[src/ahb_pkg.sv]
// AHB protocol package with bus field widths, transfer types and the address phase struct
package ahb_pkg;

  //----------------------------------------
  // Bus field widths
  //----------------------------------------
  localparam int HADDR_W   = 32;                   // Byte address
  localparam int HDATA_W   = 32;                   // Write data bus
  localparam int HSIZE_W   = 3;                    // Transfer size field
  localparam int HBURST_W  = 3;                    // Burst type field
  localparam int HMASTER_W = 4;                    // Master ID field

  typedef logic [HADDR_W-1:0]   haddr_t;           // Address bus
  typedef logic [HDATA_W-1:0]   hdata_t;           // Write data bus
  typedef logic [HSIZE_W-1:0]   hsize_t;           // Log2 of bytes per beat
  typedef logic [HBURST_W-1:0]  hburst_t;          // Passed through only
  typedef logic [HMASTER_W-1:0] hmaster_t;         // Originating master

  //----------------------------------------
  // Transfer type
  //----------------------------------------
  // Bit 1 set means a real transfer is being started or continued
  typedef enum logic [1:0] {
    IDLE   = 2'b00,                                // No transfer
    BUSY   = 2'b01,                                // Burst pause
    NONSEQ = 2'b10,                                // First beat or single
    SEQ    = 2'b11                                 // Following beat
  } htrans_e;

  //----------------------------------------
  // Address phase bundle
  //----------------------------------------
  typedef struct packed {
    logic     hsel;                                // Slave select
    haddr_t   haddr;                               // Address
    htrans_e  htrans;                              // Transfer type
    logic     hwrite;                              // High for write
    hsize_t   hsize;                               // Transfer size
    hburst_t  hburst;                              // Burst type
    hmaster_t hmaster;                             // Master ID
    logic     hmastlock;                           // Locked sequence
  } ahb_addr_ctrl_s;

endpackage

[src/mtx_pkg.sv]
// Bus matrix package with port count, port codes, lock states and the input port bundle
package mtx_pkg;

  import ahb_pkg::*;

  //----------------------------------------
  // Port numbering
  //----------------------------------------
  localparam int NUM_PORTS = 3;                    // Input ports on this stage

  // Codes 1 to NUM_PORTS name a port
  typedef logic [1:0] port_id_t;

  localparam port_id_t PORT_NONE = 2'd0;           // Unused code naming no port

  //----------------------------------------
  // Input port bundle
  //----------------------------------------
  typedef struct packed {
    logic           held_tran;                     // Input stage holds a transfer
    ahb_addr_ctrl_s ac;                            // Held address phase
  } mtx_port_in_s;

  //----------------------------------------
  // Lock tracker states
  //----------------------------------------
  // HELD keeps the grant through cycles where the locked master
  // drops HSEL to talk to another slave
  typedef enum logic {
    LOCK_OPEN = 1'b0,                              // No locked sequence
    LOCK_HELD = 1'b1                               // Locked sequence in flight
  } lock_state_e;

endpackage

[src/mtx_data_phase.sv]
// Data phase block with port register, write data mux and HREADYMUX generation
`timescale 1ns/10ps

module mtx_data_phase
  import ahb_pkg::*;
  import mtx_pkg::*;
(
  input  logic     HCLK,                           // AHB clock
  input  logic     HRESETn,                        // Sync reset, active low
  input  hdata_t   i_wdata [1:NUM_PORTS],          // Write data per port
  input  port_id_t i_grant,                        // Address phase grant
  input  logic     i_hsel,                         // Slave selected this phase
  input  logic     i_hreadyout,                    // Slave ready
  output hdata_t   o_hwdata,                       // Write data to slave
  output logic     o_hreadymux                     // Bus accept strobe
);

  //----------------------------------------
  // Data phase registers
  //----------------------------------------
  port_id_t data_port_q;                           // Port in data phase
  logic     slave_sel_q;                           // Slave selected in data phase

  always_ff @(posedge HCLK)
  begin
    if (!HRESETn)
    begin
      data_port_q <= PORT_NONE;
      slave_sel_q <= 1'b0;                         // Ready high out of reset
    end
    else if (o_hreadymux)
    begin
      data_port_q <= i_grant;                      // Address moves to data phase
      slave_sel_q <= i_hsel;
    end
  end

  //----------------------------------------
  // Write data mux
  //----------------------------------------
  always_comb
  begin
    o_hwdata = '0;                                 // Code 0 gives zero
    for (int p = 1; p <= NUM_PORTS; p++)
    begin
      if (data_port_q == port_id_t'(p))
        o_hwdata = i_wdata[p];
    end
  end

  //----------------------------------------
  // HREADYMUX
  //----------------------------------------
  // Only a selected slave may stall; otherwise the stage is always ready
  assign o_hreadymux = slave_sel_q ? i_hreadyout : 1'b1;

endmodule

[config.mk]
export PLATFORM = sky130hd
export DESIGN_NAME = mtx_data_phase
export DESIGN_NICKNAME = d
export VERILOG_FILES = /design/src/ahb_pkg.sv /design/src/mtx_pkg.sv /design/src/mtx_data_phase.sv
export SDC_FILE = /design/constraint.sdc
export NUM_CORES = 1
export LEC_CHECK = 0
export BUFFER_PORTS_ARGS = -buffer_cell sky130_fd_sc_hd__clkbuf_2
export CAP_MARGIN = 5
export CORE_UTILIZATION = 34
export DETAILED_ROUTE_END_ITERATION = 8
export PLACE_DENSITY = 0.88
export SLEW_MARGIN = 10
export SYNTH_ARGS = -nofsm -noshare
export SYNTH_HDL_FRONTEND = slang
export SYNTH_SLANG_ARGS = --single-unit
[constraint.sdc]
create_clock -name HCLK -period 2.2 [get_ports HCLK]
set_input_delay 0.66 -clock HCLK [delete_from_list [all_inputs] [get_ports HCLK]]
set_output_delay 0.66 -clock HCLK [all_outputs]
set_load 0.05 [all_outputs]
==> results of run 1 <==
-- worst max path at each step --
stage | startpoint | end | slack, ns | cells after the start
4_1_cts | data_port_q[0]$_SDFFE_PN0P_ | o_hwdata[0] | 0.003 | 4
5_1_grt | data_port_q[0]$_SDFFE_PN0P_ | o_hwdata[26] | -0.03 | 4
2_1_floorplan | i_wdata[30] | o_hwdata[30] | 0.23 | 2
6_report | data_port_q[0]$_SDFFE_PN0P_ | o_hwdata[24] | 0.02 | 4
3_5_place_dp | i_wdata[36] | o_hwdata[4] | 0.12 | 4
3_3_place_gp | i_wdata[30] | o_hwdata[30] | 0.13 | 4
-- stage by stage --
stage               utilization  cell area (sq um)
CTS                       0.650               1810
floorplan                     -               1010
global placement          0.624               1740
finish                    0.699               1940
detailed placement        0.624               1740
global route              0.699               1940
-- what timing repair did --
item,in CTS,in global routing
setup buffers,0,1
gates resized for setup,18,55
hold buffers,0,0
endpoints found under the hold margin,0,0
gates cloned,0,2
setup endpoints to repair,30,29
-- kinds of logic after synthesis --
group | Yosys count | share of synthesized area
AOI/OAI and AO/OA | 33 | 0.286
muxes | 34 | 0.486
and+or+nand+nor | 4 | 0.0323
DFF | 3 | 0.0597
buffers and inverters | 13 | 0.136
-- placed cells by master (no fill, tap or decap), drive strengths merged --
cell,n
nor2b,3
a22o,32
a21boi,1
inv,1
nand2b,1
dfxtp,3
mux2i,2
mux2,32
buf,38
clkbuf,108
-- metal layers --
layer	part of all wire	wire length [um]
met4	0.015	56
met2	0.58	2120
met3	0.079	288
met1	0.33	1190
met5	0	0
-- registers in the layout (all words and copies together), names as in the netlist --
signal       flops
data_port_q      2
slave_sel_q      1
-- power by group --
part | switching [mW] | internal, mW | total, mW | leakage, nW
Sequential | 0.00628 | 0.0579 | 0.0642 | 0.0256
Combinational | 0.301 | 0.294 | 0.595 | 1.07
Clock | 0.0366 | 0.0685 | 0.105 | 0.0150
-- area by class of cell --
cell class,instances,area [sq um],area share
tap,31,38.8,0.0199
sequential,3,63.8,0.0328
clock buffer,4,26.3,0.0135
timing repair buffer,142,1000,0.515
inverter,1,3.75,0.00193
multi-input combinational,71,810,0.416
-- critical path: stages (launching register included) --
cell and delay, ns:
dfxtp_4 0.42, clkbuf_16 0.19, mux2_4 0.30, a22o_1 0.21, buf_12 0.15
==> reports/qor.csv, run 1 <==
metric,value,unit
status,"complete, no violations",
clockBufferDepth,2,
place_congestion,0.838,
required,1.54,ns
hpwl,2850,um
drc,0,
grt_busiest_layer,met2,
max-slew-margin-rel,0.779,
drive_gt1_frac,0.810,
netlist.area_leader.share,0.433,
grt_pass1_wl,5010,um
hp-class,reg2reg,
holdPathEnd,slave_sel_q$_SDFFE_PN0P_,
use_met1,0.175,
drt-wirelength-per-cell,14.5,um
r2r-start,data_port_q[1]$_SDFFE_PN0P_,
syn_area_per_cell,11.6,sq um
synth_edf_count,0,
dr.pass1.iters,4,
rsz0062_at_grt,yes,
rrSetupSlack,1.19,ns
synthToLayoutAreaGrowth,93.3,%
die_h,56.4,um
wirelength,3650,um
clk_pin_slew,0.04,ns
hold_start,slave_sel_q$_SDFFE_PN0P_,
synth_common_cells,"32 x a22o_1, 29 x mux2_4, 5 x buf_6",
netlist_area,1010,sq um
hold_viol_final,0,
slew_viol_final,0,
p_leak,1.11,nW
setup_tns,0,ns
r2r-end,data_port_q[1]$_SDFFE_PN0P_,
fill_cells,228,
h-tree-depth,1,
fmax,459,MHz
cts-root-buf,clkbuf_4,
synth_async_sr_flop_share,0,
synth_cells,87,
crit_fanout,8,
grt_start_max_net_pins,34,
met3_usage,0.0415,
fin_cells,252,
synth_top_area_cell,mux2_4,
ys.warnings.count,0,
worst-setup-path-type,reg2out,
nets,324,
r2r_cells,3,
hold_ws,0.645,ns
use_met2,0.420,
clock_skew,0.00429,ns
period_share,0.990,
setup_viol,0,
setup.worst_path.end_class,output port,
min_period,2.18,ns
cts_made_buffers,3,
clkLatencyLatePin,0.24,ns
power_density,393,nW/um^2
ys_types,15,
dpl.cell_count,245,
synth_fp_nets,189,
worstHoldPathCells,2,
power,0.764,mW
drv_cap,0,
drtIter0Drc,40,
synth_area_leaders,"mux2_4 43%, a22o_1 28%, buf_12 6.0%",
yosysMostFrequentCell,a22o_1,
ant_nets,0,
cts_tree,built,
cts.sinks,3,
io_pins,135,
antenna_found_initial,0,
die-area,3180,sq um
seq_area_frac_synth,0.0597,
core_area,2780,sq um
worstMarginPinSlew,0.332,ns
numPortBuffers,134,
n_antenna_cell,0,
startpoint_type,flip-flop,
vias,1258,
first_global_vias,1216,
dieWidth,56.4,um
rows,19,
synth_ff_type,dfxtp_1,
synth_seq_cells,3,
irDropWorstVdd,0.371,mV
setup_ws,0.0215,ns
avgViaCountPerCell,4.99,
grtUsageTotal,0.197,
crit_arrival,1.52,ns
start_util,0.362,
grt-ovfl-total,0,
dp_slack,0.116,ns
Power figures use the tool's default switching activity.
==> run 2, diff against run 1 <==
ABC_AREA = 1   (was unset)
CORE_UTILIZATION = 29   (was 34)
PLACE_DENSITY = 0.87   (was 0.88)
==> run 2 against run 1 <==
Sequential cell count unchanged. Design area decreased by 22%. Critical path depth increased by 2. Routed wire length decreased by 14%. Cell count increased by 29%. Synthesized area decreased by 24%. Critical endpoint is now o_hwdata[15]. Largest cell class unchanged.
==> reports/qor.csv, run 2 <==
metric,value,unit,change
seq_area_frac_synth,0.0787,,+0.0190
hpwl,2550,um,-10%
grt-ovfl-total,0,,unchanged
nets,399,,+23%
required,1.54,ns,about the same
r2r-start,slave_sel_q$_SDFFE_PN0P_,,
h-tree-depth,1,,unchanged
setup.worst_path.end_class,output port,,
mostFrequentLayoutCells,"114 x clkbuf_2, 96 x nand2_1, 34 x nand3_1",,
synth_ff_type,dfxtp_1,,
ys_types,10,,-5
clk_pin_slew,0.04,ns,about the same
n_antenna_cell,0,,unchanged
dieWidth,53.3,um,-5.5%
cts-root-buf,clkbuf_4,,
synth_fp_nets,263,,+39%
core_area,2480,sq um,-11%
first_global_vias,1187,,-2.4%
netlist_area,763,sq um,-24%
yosysMostFrequentCell,nand2_1,,
slew_viol_final,0,,unchanged
worst-setup-path-type,reg2out,,
slowest_delay,0.39,ns,-0.03 ns
rows,18,,-1
clkLatencyLatePin,0.23,ns,about the same
worstSetupStartpoint,data_port_q[0]$_SDFFE_PN0P_,,
place_congestion,0.708,,-16%
fmax,485,MHz,+5.5%
status,"complete, no violations",,
setup_viol,0,,unchanged
rsz0062_at_grt,no,,
hp-class,reg2reg,,
synth_edf_count,0,,unchanged
hold_start,slave_sel_q$_SDFFE_PN0P_,,
die_h,53.3,um,-5.5%
grt_start_max_net_pins,25,,-26%
cts_tree,built,,
top_regs,"data_port_q: 2 flops, slave_sel_q: 1 flops",,
cp_num_buf_inv,3,,+1
drtIter0Drc,12,,-70%
io_pins,135,,unchanged
antenna_found_initial,0,,unchanged
synth_top_area_cell,nand2_1,,
die-area,2840,sq um,-11%
drv_cap,0,,unchanged
clock_skew,0.00209,ns,-0.00220 ns
irDropWorstVdd,0.394,mV,+6.1%
avgViaCountPerCell,4.47,,-10%
power_density,422,nW/um^2,+7.4%
crit_fanout,11,,+3
synth_cells,161,,+85%
dr.pass1.iters,4,,unchanged
grt_pass1_wl,4350,um,-13%
grtUsageTotal,0.200,,+0.00281
postLayoutCoreUtil,0.611,,-0.0879
synthToLayoutAreaGrowth,98.4,%,
worstMarginPinSlew,0.291,ns,-0.0413 ns
synth_async_sr_flop_share,0,,unchanged
startpoint_type,flip-flop,,
synth_area_leaders,"nand2_1 47%, nand3_1 22%, dfxtp_1 7.9%",,
start_util,0.308,,-0.0536
numPortBuffers,134,,unchanged
cts_made_buffers,3,,unchanged
ctsHoldBuffers,0,,unchanged
ant_nets,0,,unchanged
ys.warnings.count,0,,unchanged
drive_gt1_frac,0.510,,-0.300
drt-wirelength-per-cell,9.59,um,-34%
synth_common_cells,"96 x nand2_1, 34 x nand3_1, 7 x nor2_1, 6 x buf_4, 4 x inv_1",,
hold_viol_final,0,,unchanged
vias,1457,,+16%
synth_seq_cells,3,,unchanged
crit_arrival,1.40,ns,-0.12 ns
regMostFlops,data_port_q,,
final_common_cell,clkbuf_2,,
path_delay_family,buffers and inverters,,
wirelength,3130,um,-14%
path_cells,"inv_2, nor2_4, buf_4, nand2_1, nand3_1, clkbuf_2",,
cpMaxStageDelayCell,dfxtp_1,,
rrSetupSlack,1.39,ns,+0.20 ns
period_share,0.938,,-0.0521
cts.sinks,3,,unchanged
min_period,2.06,ns,-0.115 ns
max-slew-margin-rel,0.807,,+0.0283
syn_area_per_cell,4.74,sq um,-59%
largest_register_ffs,2,,unchanged
setup_tns,0,ns,unchanged
drc,0,,unchanged
clockBufferDepth,2,,unchanged
p_leak,0.965,nW,-13%
netlist.area_leader.share,0.472,,+0.0393
[run 2: layer usage]
metal,wire (um),track usage,up-vias
met5,0,0,-
met2,1620,0.408,79
met3,327,0.0316,4
li1,-,-,770
met4,23,0.0658,0
met1,1150,0.196,604
[run 2: cell type report]
type / count / area, sq um
Fill cell: 267 / 963
Timing Repair Buffer: 140 / 766
Multi-Input combinational cell: 142 / 598
Sequential cell: 3 / 60.1
Tap cell: 30 / 37.5
Clock buffer: 4 / 26.3
Inverter: 7 / 26.3
[run 2: per-stage QoR]
stage,std cells,power (mW),setup slack (ns),hold slack (ns),instance area (sq um)
2_1_floorplan,161,0.375,0.364,0.505,763
3_3_place_gp,322,0.529,0.286,0.534,1450
4_1_cts,326,0.633,0.0472,0.555,1480
3_5_place_dp,322,0.533,0.271,0.544,1450
5_1_grt,326,0.685,0.0365,0.597,1510
6_report,326,0.639,0.136,0.555,1510
[run 2: path summary, 6_finish.rpt]
kind                                  to  cells past startpoint
min          data_port_q[0]$_SDFFE_PN0P_                      3
max                         o_hwdata[15]                      6
min reg2reg  data_port_q[0]$_SDFFE_PN0P_                      3
max reg2reg  data_port_q[0]$_SDFFE_PN0P_                      4
[run 2: report_power, final]
group          internal (mW)  switching, mW
Sequential            0.0587        0.00424
Combinational          0.157          0.324
Clock                 0.0679         0.0275
[run 2: repair_timing]
item / in CTS / in global routing
gates resized for setup: 0 / 34
endpoints found under the setup margin: 0 / 20
buffers inserted: 0 / 0
[run 2: logic make-up (layout without fill, tap and decap cells)]
family	Yosys count	count (layout)	share of synthesized area
buffers and inverters	16	151	0.138
DFF	3	3	0.0787
and+or+nand+nor	142	142	0.784
[run 2: tightest hold or removal path, delay by kind of cell, from the launching register on]
family | cells | cell delay [ns]
AND/OR/NAND/NOR | 3 | 0.21
flip-flops | 1 | 0.31
==> run 3, diff against run 2 <==
CORE_ASPECT_RATIO = 1.25   (was unset)
==> run 3 against run 2 <==
Clock power rose by 1%. Register-to-register slack hardly changed. Design area shrank 0.58%. Cell count is 0.61% higher. Sequential share of layout area about the same. Sequential cell count is the same. Critical path type unchanged. Maximum frequency decreased by 2.1%. First-iteration DRC count is 130% higher. Utilization grew 0.27 points. Combinational power down 1%. Worst setup slack got worse by 0.045 ns.
==> reports/qor.csv, run 3 (same netlist as run 2, synthesis figures left out) <==
metric,value,unit,change
status,"complete, no violations",,
core_area,2450,sq um,-1.0%
final_common_cell,clkbuf_2,,
wirelength,3170,um,+1.4%
drt-wirelength-per-cell,9.66,um,+0.76%
die_h,59.4,um,+11%
drtIter0Drc,28,,+16
p_leak,0.960,nW,-0.46%
top_regs,"data_port_q: 2 flops, slave_sel_q: 1 flops",,
irDropWorstVdd,0.295,mV,-25%
cts_setup_buffers,0,,unchanged
setup_viol,0,,unchanged
fmax,474,MHz,-2.1%
worstMarginPinSlew,0.283,ns,-0.00819 ns
hp-class,reg2reg,,
numPortBuffers,134,,unchanged
max-slew-margin-rel,0.812,,+0.00544
cts_tree,built,,
dpl.cell_count,324,,+0.62%
mostFrequentLayoutCells,"112 x clkbuf_2, 96 x nand2_1, 34 x nand3_1",,
crit_arrival,1.45,ns,+0.05 ns
place_congestion,0.721,,+1.8%
power_density,421,nW/um^2,-0.19%
first_global_vias,1161,,-2.2%
nets,398,,-0.25%
hpwl,2600,um,+2.1%
avgViaCountPerCell,4.36,,-2.4%
ctsHoldBuffers,0,,unchanged
crit_fanout,24,,+13
clk_pin_slew,0.04,ns,about the same
cts.sinks,3,,unchanged
drv_cap,0,,unchanged
die-area,2840,sq um,about the same
start_util,0.311,,+0.00314
required,1.54,ns,about the same
clockBufferDepth,2,,unchanged
cts-root-buf,clkbuf_4,,
hold_ws,0.553,ns,-0.00160 ns
slew_viol_final,0,,unchanged
setup.worst_path.end_class,output port,,
rows,20,,+2
fin_cells,328,,+0.61%
vias,1431,,-1.8%
clock_skew,0.000593,ns,-0.00150 ns
grtUsageTotal,0.198,,-0.00249
cts_made_buffers,3,,unchanged
clkLatencyLatePin,0.23,ns,about the same
h-tree-depth,1,,unchanged
grt_start_max_net_pins,25,,unchanged
largest_register_ffs,2,,unchanged
drive_gt1_frac,0.508,,-0.00166
min_period,2.11,ns,+0.0447 ns
rrSetupSlack,1.38,ns,about the same
synthToLayoutAreaGrowth,97.2,%,
io_pins,135,,unchanged
ant_nets,0,,unchanged
dieWidth,47.9,um,-10%
drc,0,,unchanged
n_antenna_cell,0,,unchanged
period_share,0.958,,+0.0203
worstHoldPathCells,3,,unchanged
worst-setup-path-type,reg2out,,
grt-ovfl-total,0,,unchanged
startpoint_type,flip-flop,,
regMostFlops,data_port_q,,
antenna_found_initial,0,,unchanged
hold_viol_final,0,,unchanged
dr.pass1.iters,4,,unchanged
grt_pass1_wl,4220,um,-2.9%
r2r_cells,4,,unchanged
run 3: changes by cell type in the layout (fill, tap and decap cells not counted), sizes merged:
cell    previous run  this run
clkbuf           130       124
buf               14        19
run 3: layout make-up:
cell class / instances / area [sq um]
Sequential cell: 3 / 60.1
Fill cell: 243 / 947
Inverter: 7 / 28.8
Clock buffer: 4 / 26.3
Timing Repair Buffer: 139 / 751
Multi-Input combinational cell: 142 / 598
Tap cell: 33 / 41.3
run 3: what timing repair did:
item	CTS	global route
gates resized for setup	0	35
endpoints found under the setup margin	0	24
endpoints found under the hold margin	0	0
run 3: metal layers:
metal	routed length [um]	vias to the layer above	global-route usage
met1	1220	598	0.194
met5	0	-	0
met2	1640	64	0.382
met4	0	0	0.0675
met3	312	0	0.0396
li1	-	769	-
run 3: power breakdown:
group	switching, mW	total, mW	internal (mW)
registers	0.00436	0.0630	0.0586
logic	0.322	0.475	0.153
clock network	0.0286	0.0966	0.0680
total	0.355	0.634	0.279
run 3: per-stage QoR:
step           area, sq um  total power [mW]  setup slack (ns)  setup TNS, ns  utilization
6_report              1510             0.634            0.0913              0        0.614
5_1_grt               1510             0.683           -0.0158        -0.0928        0.614
4_1_cts               1470             0.631            0.0332              0        0.601
3_5_place_dp          1450             0.528             0.281              0        0.590
3_3_place_gp          1450             0.527             0.284              0        0.590
2_1_floorplan          763             0.375             0.364              0            -
run 3: final timing paths:
kind / to / from
max: o_hwdata[20] / data_port_q[1]$_SDFFE_PN0P_
min: data_port_q[1]$_SDFFE_PN0P_ / slave_sel_q$_SDFFE_PN0P_
max reg2reg: data_port_q[0]$_SDFFE_PN0P_ / slave_sel_q$_SDFFE_PN0P_
min reg2reg: data_port_q[1]$_SDFFE_PN0P_ / slave_sel_q$_SDFFE_PN0P_
run 3: worst max-delay path, cell delays in order (launching register included):
cell     delay [ns]
dfxtp_1        0.40
nand2_1        0.12
inv_4          0.12
buf_12         0.17
nand2_1        0.06
nand3_1        0.08
buf_2          0.26
