--- src/ahb_pkg.sv ---
// AHB protocol package with bus field widths, transfer types and the address phase struct
package ahb_pkg;

  //----------------------------------------
  // Bus field widths
  //----------------------------------------
  localparam int HADDR_W   = 32;                   // Byte address
  localparam int HDATA_W   = 32;                   // Write data bus
  localparam int HSIZE_W   = 3;                    // Transfer size field
  localparam int HBURST_W  = 3;                    // Burst type field
  localparam int HMASTER_W = 4;                    // Master ID field

  typedef logic [HADDR_W-1:0]   haddr_t;           // Address bus
  typedef logic [HDATA_W-1:0]   hdata_t;           // Write data bus
  typedef logic [HSIZE_W-1:0]   hsize_t;           // Log2 of bytes per beat
  typedef logic [HBURST_W-1:0]  hburst_t;          // Passed through only
  typedef logic [HMASTER_W-1:0] hmaster_t;         // Originating master

  //----------------------------------------
  // Transfer type
  //----------------------------------------
  // Bit 1 set means a real transfer is being started or continued
  typedef enum logic [1:0] {
    IDLE   = 2'b00,                                // No transfer
    BUSY   = 2'b01,                                // Burst pause
    NONSEQ = 2'b10,                                // First beat or single
    SEQ    = 2'b11                                 // Following beat
  } htrans_e;

  //----------------------------------------
  // Address phase bundle
  //----------------------------------------
  typedef struct packed {
    logic     hsel;                                // Slave select
    haddr_t   haddr;                               // Address
    htrans_e  htrans;                              // Transfer type
    logic     hwrite;                              // High for write
    hsize_t   hsize;                               // Transfer size
    hburst_t  hburst;                              // Burst type
    hmaster_t hmaster;                             // Master ID
    logic     hmastlock;                           // Locked sequence
  } ahb_addr_ctrl_s;

endpackage

--- src/mtx_pkg.sv ---
// Bus matrix package with port count, port codes, lock states and the input port bundle
package mtx_pkg;

  import ahb_pkg::*;

  //----------------------------------------
  // Port numbering
  //----------------------------------------
  localparam int NUM_PORTS = 3;                    // Input ports on this stage

  // Codes 1 to NUM_PORTS name a port
  typedef logic [1:0] port_id_t;

  localparam port_id_t PORT_NONE = 2'd0;           // Unused code naming no port

  //----------------------------------------
  // Input port bundle
  //----------------------------------------
  typedef struct packed {
    logic           held_tran;                     // Input stage holds a transfer
    ahb_addr_ctrl_s ac;                            // Held address phase
  } mtx_port_in_s;

  //----------------------------------------
  // Lock tracker states
  //----------------------------------------
  // HELD keeps the grant through cycles where the locked master
  // drops HSEL to talk to another slave
  typedef enum logic {
    LOCK_OPEN = 1'b0,                              // No locked sequence
    LOCK_HELD = 1'b1                               // Locked sequence in flight
  } lock_state_e;

endpackage

--- src/mtx_addr_mux.sv ---
// Address phase mux routing the granted port to the slave and decoding active flags
`timescale 1ns/10ps

module mtx_addr_mux
  import ahb_pkg::*;
  import mtx_pkg::*;
(
  input  mtx_port_in_s       i_ports [1:NUM_PORTS], // Held requests per port
  input  port_id_t           i_grant,               // Granted port code
  input  logic               i_no_port,             // Nothing granted
  output ahb_addr_ctrl_s     o_sel_ac,              // Phase routed to slave
  output logic [NUM_PORTS:1] o_active               // Bit n flags port n
);

  //----------------------------------------
  // Granted port select
  //----------------------------------------
  // Zero phase when idle keeps HSEL and HTRANS low at the slave
  always_comb
  begin
    o_sel_ac = '0;                                 // Idle phase
    o_active = '0;                                 // No port active
    if (!i_no_port)
    begin
      for (int p = 1; p <= NUM_PORTS; p++)
      begin
        if (i_grant == port_id_t'(p))
        begin
          o_sel_ac    = i_ports[p].ac;             // Route whole phase
          o_active[p] = 1'b1;                      // One-hot active
        end
      end
    end
  end

  // Held transfer flags stay with the arbiter; this block only steers
  // the address and control fields, HBURST included as a plain pass

endmodule

--- config.mk ---
export PLATFORM = sky130hd
export DESIGN_NAME = mtx_addr_mux
export DESIGN_NICKNAME = d
export VERILOG_FILES = /design/src/ahb_pkg.sv /design/src/mtx_pkg.sv /design/src/mtx_addr_mux.sv
export SDC_FILE = /design/constraint.sdc
export NUM_CORES = 1
export LEC_CHECK = 0
export BUFFER_PORTS_ARGS = -buffer_cell sky130_fd_sc_hd__buf_2
export CAP_MARGIN = 20
export CELL_PAD_IN_SITES_DETAIL_PLACEMENT = 1
export CELL_PAD_IN_SITES_GLOBAL_PLACEMENT = 2
export CORE_AREA = 8 8 115 117
export DETAILED_ROUTE_END_ITERATION = 12
export DIE_AREA = 0 0 123 125
export GPL_TIMING_DRIVEN = 0
export PLACE_DENSITY = 0.78
export SETUP_SLACK_MARGIN = 0.02
export SLEW_MARGIN = 10
export SYNTH_ARGS = -nofsm -noshare
export SYNTH_HDL_FRONTEND = slang
export SYNTH_SLANG_ARGS = --single-unit
--- constraint.sdc ---
create_clock -name vclk -period 0.8
set_clock_uncertainty 0.05 [all_clocks]
set_input_delay 0.04 -clock vclk [all_inputs]
set_output_delay 0.04 -clock vclk [all_outputs]
set_load 0.005 [all_outputs]
==> qor.csv, run 1 <==
stage;metric;value;unit
outcome;outcome;finished, violations left;
outcome;failing checks;setup timing;
global_routing;total routing usage reported by global routing;0.109;
final_layout;final core occ;0.280;
detailed_routing;Avg WL per Cell;17.8;um
final_layout;Finished Cell Area;0.00325;sq mm
place;final weighted congestion in routability-driven placement;0.707;
yosys;Netlist Area Pre-Place;0.00157;sq mm
place;Setup WS pre-CTS;-436;ps
final_layout;non-filler instance count after layout;520;
final_layout;most frequent cells in the layout;191 x buf_2, 39 x mux2i_1, 38 x a211oi_2, 34 x a21oi_2, 13 x buf_12;
timing;number of hold violations in the final report;0;
floorplanning;site row count;40;
worst_setup_path;startpoint type of the worst setup path;input port;
global_routing;global-route wire length before repair;13800;um
power;leakage component of the power;0.00156;uW
worst_setup_path;ordered list of cells on the worst path;buf_16 -> buf_12 -> mux2i_4 -> a211oi_4 -> buf_2;
power;Worst VDD drop;0.148;mV
power;net switching fraction of the power;0.451;
final_layout;most common cell after layout, fill and taps aside;buf_2;
yosys;Netlist cell types;14;
floorplanning;Initial Util;0.135;
floorplanning;core area;0.0116;sq mm
timing;top achievable clock speed;1.05;GHz
detailed_routing;WL final;9240;um
worst_setup_path;buffers plus inverters on the worst setup path;3;
worst_setup_path;type of element capturing the critical path;output pin;
power;Psw;792;uW
timing;period utilization;1.19;
worst_setup_path;maximum single-stage delay on the critical path;200;ps
place;placed cell areas;0.00272;sq mm
detailed_routing;Initial DRT Pass Iterations;3;
global_routing;pin count of the biggest net entering global routing;11;
worst_setup_path;worst endpoint required time;710;ps
min_path;Tightest Hold Check Type;in -> out;
detailed_routing;post-DR vias/cell;4.24;
power;cell-internal power;963;uW
floorplanning;number of top-level pins;197;
worst_setup_path;largest fanout on the critical path;10;
place;final HPWL from detailed placement;7530;um
yosys;Syn Nets;319;
global_routing;gr ovfl total;0;
timing;Final Slew Violations;0;
place;number of port buffers;191;
detailed_routing;antenna-violating nets left;0;
final_layout;number of sequential cells in the layout;0;
timing;min cycle time layout;953;ps
yosys;part of the Yosys area used for sequential elements;0;
worst_setup_path;class of the most critical setup path;in -> out;
final_layout;sequential standard cell area;0;sq um
final_layout;relative area change from synthesis to final layout;107;%
power;Final Power;1750;uW
timing;slew margin rel.;0.833;
worst_setup_path;CP Data Arrival Time;860;ps
power;power share of the clock group;0;
timing;Tightest Pin Transition;244;ps
final_layout;antenna diode instance count;0;
timing;unrepaired setup endpoints after global routing;yes;
global_routing;number of antenna violations at the first check in global routing;0;
global_routing;number of global-route vias before repair;2518;
yosys;Yosys Warn Count;0;
detailed_routing;Post-route DRC;0;
power;share of total power in combinational logic;1.000;
yosys;Synth Area per Inst;9.12;sq um
floorplanning;Horiz. Die Dim;123;um
yosys;Synth Instances;172;
place;Cells after DPL;510;
final_layout;proportion of layout cells with a drive suffix above 1;0.842;
detailed_routing;drt initial violations;51;
power;power density normalized to cell area;541;mW/mm^2
worst_setup_path;family with the most delay on the worst path;buffers and inverters;
timing;final critical-path setup slack;-153;ps
timing;final count of negative-setup-slack endpoints;50;
power;sequential share of power;0;
floorplanning;die outline height;125;um
final_layout;total number of nets in the final design;522;
job;Maximum Capacitance Violations;0;
floorplanning;die footprint;0.0154;sq mm
detailed_routing;Via Count;2206;
final_layout;final-layout clock buffer total;0;
worst_setup_path;Max stage delay cell, worst path;a211oi_4;
## Yosys cell counts, types with 2 or more instances
library cell,instances,area [sq um]
a211oi_1,18,135
a211oi_2,29,363
a21oi_1,20,100
a21oi_2,27,236
buf_1,2,7.51
buf_12,5,100
buf_2,12,60.1
buf_6,3,33.8
clkbuf_1,5,18.8
mux2i_1,47,470
## worst min-delay path, stage by stage
cell and delay, ps:
buf_2 90, a21oi_2 50, a211oi_2 120, buf_2 130
## cells by family (layout without fill, tap and decap cells)
family          after synthesis  count (layout)  share of synthesized area
buf+inv                      28             229                      0.150
simple gates                  3               3                     0.0183
mux                          47              47                      0.300
compound gates               94              94                      0.532
## power groups by stage
stage	Clock (uW)	Sequential, uW	Combinational (uW)
final	0	0	1750
after global routing	0	0	1890
after CTS	0	0	1690
after detailed placement	0	0	1450
after global placement	0	0	1410
after floorplan	0	0	762
## routing by layer
metal	track usage	wire length, um
met1	0.124	3420
met2	0.213	5090
met3	0.0185	677
met4	0.00567	49
met5	0	0
## stage by stage
stage	hold WS (ps)	TNS (ps)
3_3_place_gp	422	-15900
6_report	415	-4000
5_1_grt	438	-5850
2_1_floorplan	193	0
3_5_place_dp	426	-16080
4_1_cts	426	-5010
## final timing paths
check                  startpoint      endpoint  cells past startpoint
worst max-delay path   i_grant[0]  o_sel_ac[39]                      5
worst min-delay path  i_ports[97]   o_sel_ac[1]                      4
## timing repair
item,CTS,global route
endpoints found under the setup margin,50,50
cloned,5,1
pin swaps,25,24
hold buffers,0,0
buffers inserted,2,2
gates resized for setup,65,27
## cell type report
class	instances	area [sq um]
buffer	28	429
multi-input combinational	144	1480
tap	147	184
fill	1418	8370
timing repair buffer	201	1150
Power figures use the tool's default switching activity.
==> inputs of run 2 (changes only) <==
GPL_ROUTABILITY_DRIVEN = 0   (was not set)
SETUP_SLACK_MARGIN = 0.1   (was 0.02)
==> run 2 against run 1 <==
Against the previous run: the run still ends with setup timing left; fmax is 2.3% higher; first-iteration DRC count is 57% lower; routed wire length is 0.97% higher; sequential share of layout area stayed put; final cell count is 0.19% lower; setup slack better by 21 ps; global-route usage is 0.31 points higher; combinational power hardly changed; power is 1.1% higher.
==> qor.csv, run 2 (synthesis gave the netlist of run 1 again) <==
stage;metric;value;unit;change
outcome;outcome;finished, violations left;;
outcome;failing checks;setup timing;;
worst_setup_path;class of the most critical setup path;in -> out;;
final_layout;most frequent cells in the layout;191 x buf_2, 47 x a211oi_2, 33 x mux2i_1, 32 x a21oi_2, 15 x a21oi_1;;
floorplanning;die outline height;125;um;unchanged
power;power share of the clock group;0;;unchanged
worst_setup_path;maximum single-stage delay on the critical path;230;ps;+30 ps
global_routing;global-route wire length before repair;14200;um;+3.3%
floorplanning;Horiz. Die Dim;123;um;unchanged
detailed_routing;post-DR vias/cell;4.25;;+0.15%
clock_tree;hold-fix buffers at CTS;0;;unchanged
power;power density normalized to cell area;543;mW/mm^2;+0.49%
place;number of port buffers;191;;unchanged
power;sequential share of power;0;;unchanged
final_layout;antenna diode instance count;0;;unchanged
detailed_routing;Avg WL per Cell;18.0;um;+1.2%
timing;final total negative setup slack;-4080;ps;-74.3 ps
final_layout;Finished Cell Area;0.00327;sq mm;+0.66%
global_routing;global-route met3 utilization;0.0279;;+0.00945
min_path;Tightest Hold Check Type;in -> out;;
power;Final Power;1780;uW;+1.1%
global_routing;met1 Resource Use GR;0.126;;+0.00139
worst_setup_path;Top cell by count, worst path;buf_12;;
worst_setup_path;largest fanout on the critical path;8;;-2
global_routing;most used routing layer;met2;;
timing;Final Slew Violations;0;;unchanged
floorplanning;die footprint;0.0154;sq mm;unchanged
place;final HPWL from detailed placement;7730;um;+2.7%
power;net switching fraction of the power;0.452;;+0.000788
final_layout;relative area change from synthesis to final layout;108;%;
worst_setup_path;ordered list of cells on the worst path;buf_12 -> buf_12 -> clkbuf_16 -> a211oi_2 -> buf_2;;
min_path;WHS Path Cells;4;;unchanged
final_layout;sequential standard cell area;0;sq um;unchanged
final_layout;most common cell after layout, fill and taps aside;buf_2;;
job;Maximum Capacitance Violations;0;;unchanged
detailed_routing;antenna-violating nets left;0;;unchanged
floorplanning;core area;0.0116;sq mm;unchanged
timing;final critical-path setup slack;-132;ps;+21.0 ps
power;cell-internal power;973;uW;+1.0%
detailed_routing;Initial DRT Pass Iterations;3;;unchanged
timing;number of hold violations in the final report;0;;unchanged
timing;unrepaired setup endpoints after global routing;yes;;
final_layout;final core occ;0.281;;+0.00183
final_layout;fillcell total;1405;;-0.92%
worst_setup_path;type of element capturing the critical path;output pin;;
timing;Tightest Pin Transition;258;ps;+14.2 ps
floorplanning;number of top-level pins;197;;unchanged
power;Psw;802;uW;+1.3%
worst_setup_path;startpoint type of the worst setup path;input port;;
floorplanning;site row count;40;;unchanged
global_routing;pin count of the biggest net entering global routing;11;;unchanged
global_routing;gr ovfl total;0;;unchanged
global_routing;number of global-route vias before repair;2658;;+5.6%
place;placed cell areas;0.00287;sq mm;+5.6%
detailed_routing;WL final;9330;um;+0.97%
power;Worst VDD drop;0.170;mV;+15%
worst_setup_path;CP Data Arrival Time;840;ps;-20 ps
global_routing;total routing usage reported by global routing;0.112;;+0.00307
worst_setup_path;Max stage delay cell, worst path;a211oi_2;;
global_routing;GR Util met2;0.213;;+0.000640
floorplanning;Initial Util;0.135;;unchanged
detailed_routing;drt initial violations;22;;-57%
final_layout;total number of nets in the final design;521;;-0.19%
final_layout;proportion of layout cells with a drive suffix above 1;0.868;;+0.0265
worst_setup_path;worst endpoint required time;710;ps;about the same
final_layout;number of sequential cells in the layout;0;;unchanged
global_routing;number of antenna violations at the first check in global routing;0;;unchanged
power;leakage component of the power;0.00155;uW;-0.62%
timing;period utilization;1.17;;-0.0262
detailed_routing;Post-route DRC;0;;unchanged
power;share of total power in combinational logic;1.000;;about the same
final_layout;final-layout clock buffer total;0;;unchanged
timing;min cycle time layout;932;ps;-21.0 ps
timing;slew margin rel.;0.825;;-0.00822
timing;final count of negative-setup-slack endpoints;50;;unchanged
timing;top achievable clock speed;1.07;GHz;+2.3%
detailed_routing;Via Count;2205;;-0.045%
[run 2: cell types whose count changed in the layout (fill, tap and decap cells not counted), sizes merged]
cell	delta
clkbuf	+2
buf	-3
[run 2: metrics by stage]
step | setup WS [ps] | std cells | hold slack [ps]
final | -132 | 519 | 412
after floorplan | 58.0 | 172 | 193
after detailed placement | -257 | 510 | 417
after CTS | -141 | 514 | 417
after global placement | -244 | 510 | 420
after global routing | -171 | 519 | 434
[run 2: cell type report]
| cell class | instances | area [sq um] | share of cell area |
|---|---|---|---|
| multi-input combinational | 144 | 1520 | 0.465 |
| buffer | 28 | 402 | 0.123 |
| timing repair buffer | 200 | 1160 | 0.356 |
| tap | 147 | 184 | 0.0563 |
[run 2: worst paths after layout]
check	start	to	slack (ps)
max	i_grant[1]	o_sel_ac[28]	-130
min	i_ports[137]	o_sel_ac[41]	410
[run 2: what timing repair did]
action	in CTS	in global routing
resized for setup	41	14
setup endpoints to repair	50	50
buffers inserted	0	2
pin swaps	14	10
gates cloned	4	3
[run 2: per-layer routing]
layer,share of wire,wire [um],vias to the layer above
li1,-,-,1086
met1,0.39,3610,1019
met2,0.52,4820,94
met3,0.087,808,6
met4,0.0095,89,0
met5,0,0,-
[run 2: power groups by stage]
| stage | Sequential (uW) | Clock [uW] | Combinational [uW] |
|---|---|---|---|
| floorplan | 0 | 0 | 857 |
| global placement | 0 | 0 | 1520 |
| detailed placement | 0 | 0 | 1550 |
| CTS | 0 | 0 | 1740 |
| global route | 0 | 0 | 1910 |
| finish | 0 | 0 | 1780 |
[run 2: critical path, delay by kind of cell]
kind	cells	cell delay [ps]
AOI/OAI and AO/OA	1	230
buffers and inverters	4	580
==> inputs of run 3 (changes only) <==
CORE_AREA = 2 2 109 111   (was 8 8 115 117)
DIE_AREA = 0 0 111 113   (was 0 0 123 125)
==> run 3 against run 2 <==
Against the previous run: largest power group unchanged; design area decreased by 1.4%; critical path type unchanged; the flow still finishes with violations (setup timing); fmax increased by 0.39%; count of clock-buffer cells in the layout unchanged; sequential cell count unchanged; critical path depth unchanged.
==> qor.csv, run 3 (synthesis gave the netlist of run 1 again) <==
stage;metric;value;unit;change
outcome;outcome;finished, violations left;;
outcome;failing checks;setup timing;;
final_layout;relative area change from synthesis to final layout;105;%;
detailed_routing;Initial DRT Pass Iterations;3;;unchanged
place;Setup WS pre-CTS;-269;ps;-11.6 ps
power;leakage component of the power;0.00154;uW;-0.70%
timing;unrepaired setup endpoints after global routing;yes;;
floorplanning;Horiz. Die Dim;111;um;-9.8%
final_layout;most common cell after layout, fill and taps aside;buf_2;;
global_routing;gr ovfl total;0;;unchanged
timing;final critical-path setup slack;-129;ps;+3.57 ps
place;placed cell areas;0.00287;sq mm;-0.17%
worst_setup_path;type of element capturing the critical path;output pin;;
global_routing;number of antenna violations at the first check in global routing;0;;unchanged
power;Final Power;1740;uW;-2.2%
worst_setup_path;largest fanout on the critical path;5;;-3
worst_setup_path;Crit. Startpoint;i_grant[0];;
global_routing;number of global-route vias before repair;2356;;-11%
timing;top achievable clock speed;1.08;GHz;+0.39%
timing;final count of negative-setup-slack endpoints;50;;unchanged
final_layout;number of sequential cells in the layout;0;;unchanged
worst_setup_path;maximum single-stage delay on the critical path;240;ps;about the same
global_routing;total routing usage reported by global routing;0.119;;+0.00621
detailed_routing;Avg WL per Cell;15.8;um;-12%
worst_setup_path;startpoint type of the worst setup path;input port;;
place;number of port buffers;191;;unchanged
power;Worst VDD drop;0.133;mV;-22%
worst_setup_path;CP Data Arrival Time;840;ps;about the same
worst_setup_path;Max stage delay cell, worst path;a211oi_2;;
global_routing;pin count of the biggest net entering global routing;11;;unchanged
final_layout;proportion of layout cells with a drive suffix above 1;0.859;;-0.00882
worst_setup_path;worst endpoint required time;710;ps;about the same
final_layout;most frequent cells in the layout;193 x buf_2, 46 x a211oi_2, 37 x mux2i_1, 31 x a21oi_2, 14 x a21oi_1;;
worst_setup_path;ordered list of cells on the worst path;buf_16 -> buf_16 -> mux2i_1 -> a211oi_2 -> buf_2;;
floorplanning;die outline height;113;um;-9.6%
detailed_routing;Via Count;2195;;-0.45%
place;final HPWL from detailed placement;6420;um;-17%
timing;Final Slew Violations;0;;unchanged
worst_setup_path;timing endpoint of the critical path;o_sel_ac[38];;
floorplanning;die footprint;0.0125;sq mm;-18%
timing;Tightest Pin Transition;278;ps;+19.4 ps
timing;period utilization;1.16;;-0.00447
timing;slew margin rel.;0.815;;-0.00955
detailed_routing;WL final;8130;um;-13%
job;Maximum Capacitance Violations;0;;unchanged
min_path;Worst Hold Launch;i_ports[142];;
floorplanning;site row count;39;;-2.5%
global_routing;global-route wire length before repair;12400;um;-13%
detailed_routing;Post-route DRC;0;;unchanged
floorplanning;number of top-level pins;197;;unchanged
detailed_routing;drt initial violations;47;;+110%
min_path;Tightest Hold Check Type;in -> out;;
final_layout;total number of nets in the final design;519;;-0.38%
final_layout;sequential standard cell area;0;sq um;unchanged
final_layout;antenna diode instance count;0;;unchanged
floorplanning;Initial Util;0.139;;+0.00406
timing;number of hold violations in the final report;0;;unchanged
power;power density normalized to cell area;539;mW/mm^2;-0.81%
worst_setup_path;class of the most critical setup path;in -> out;;
timing;min cycle time layout;929;ps;-3.57 ps
final_layout;Finished Cell Area;0.00322;sq mm;-1.4%
floorplanning;core area;0.0113;sq mm;-2.9%
detailed_routing;post-DR vias/cell;4.28;;+0.71%
detailed_routing;antenna-violating nets left;0;;unchanged
final_layout;final-layout clock buffer total;0;;unchanged
worst_setup_path;Top cell by count, worst path;buf_16;;
==> run 3: changes by cell type in the layout (fill, tap and decap cells not counted), moves of 2 or more <==
cell	change
clkbuf_16	-2
clkbuf_4	-2
buf_2	+2
mux2i_1	+4
mux2i_4	-2
buf_6	-2
buf_12	+2
a21oi_4	+2
mux2i_2	-2
==> run 3: critical path: cells and delay by family <==
family	cells	cell delay, ps
compound gates	1	240
buf+inv	3	420
mux	1	140
==> run 3: how the worst min path moves through the flow <==
| stage | to | slack, ps | cells after the start |
|---|---|---|---|
| after floorplan | o_sel_ac[39] | 190 | 2 |
| after global placement | o_sel_ac[27] | 420 | 4 |
| after detailed placement | o_sel_ac[26] | 420 | 4 |
| after CTS | o_sel_ac[26] | 420 | 4 |
| after global routing | o_sel_ac[31] | 440 | 4 |
| final | o_sel_ac[46] | 410 | 4 |
==> run 3: report_power, final <==
| part | switching (uW) | internal [uW] | total, uW |
|---|---|---|---|
| Sequential | 0 | 0 | 0 |
| Combinational | 785 | 950 | 1740 |
| Clock | 0 | 0 | 0 |
| Total | 785 | 950 | 1740 |
==> run 3: stage by stage <==
step           hold WS [ps]  cells  utilization  TNS, ps
2_1_floorplan           193    172            -        0
3_3_place_gp            419    506        0.254    -9100
3_5_place_dp            422    506        0.254    -9720
4_1_cts                 423    512        0.278    -4250
5_1_grt                 438    513        0.286    -5580
6_report                413    513        0.286    -3620
==> run 3: area by class of cell <==
class,count,area [sq um]
multi-input cells,144,1510
well taps,143,179
repair buffers,198,1120
fillers,1375,8050
plain buffers,28,409
==> run 3: what timing repair did <==
item | in CTS | in global routing
hold buffers | 0 | 0
setup buffers | 2 | 0
endpoints found under the setup margin | 50 | 50
gates cloned | 4 | 1
pin swaps | 18 | 16
resized for setup | 41 | 17
==> run 3: metal layers <==
metal  up-vias  global-route usage  share of wire
met2        91               0.231           0.53
met4         0                   0              0
met5         -                   0              0
met3         0              0.0139          0.056
met1      1022               0.149           0.41
li1       1082                   -              -
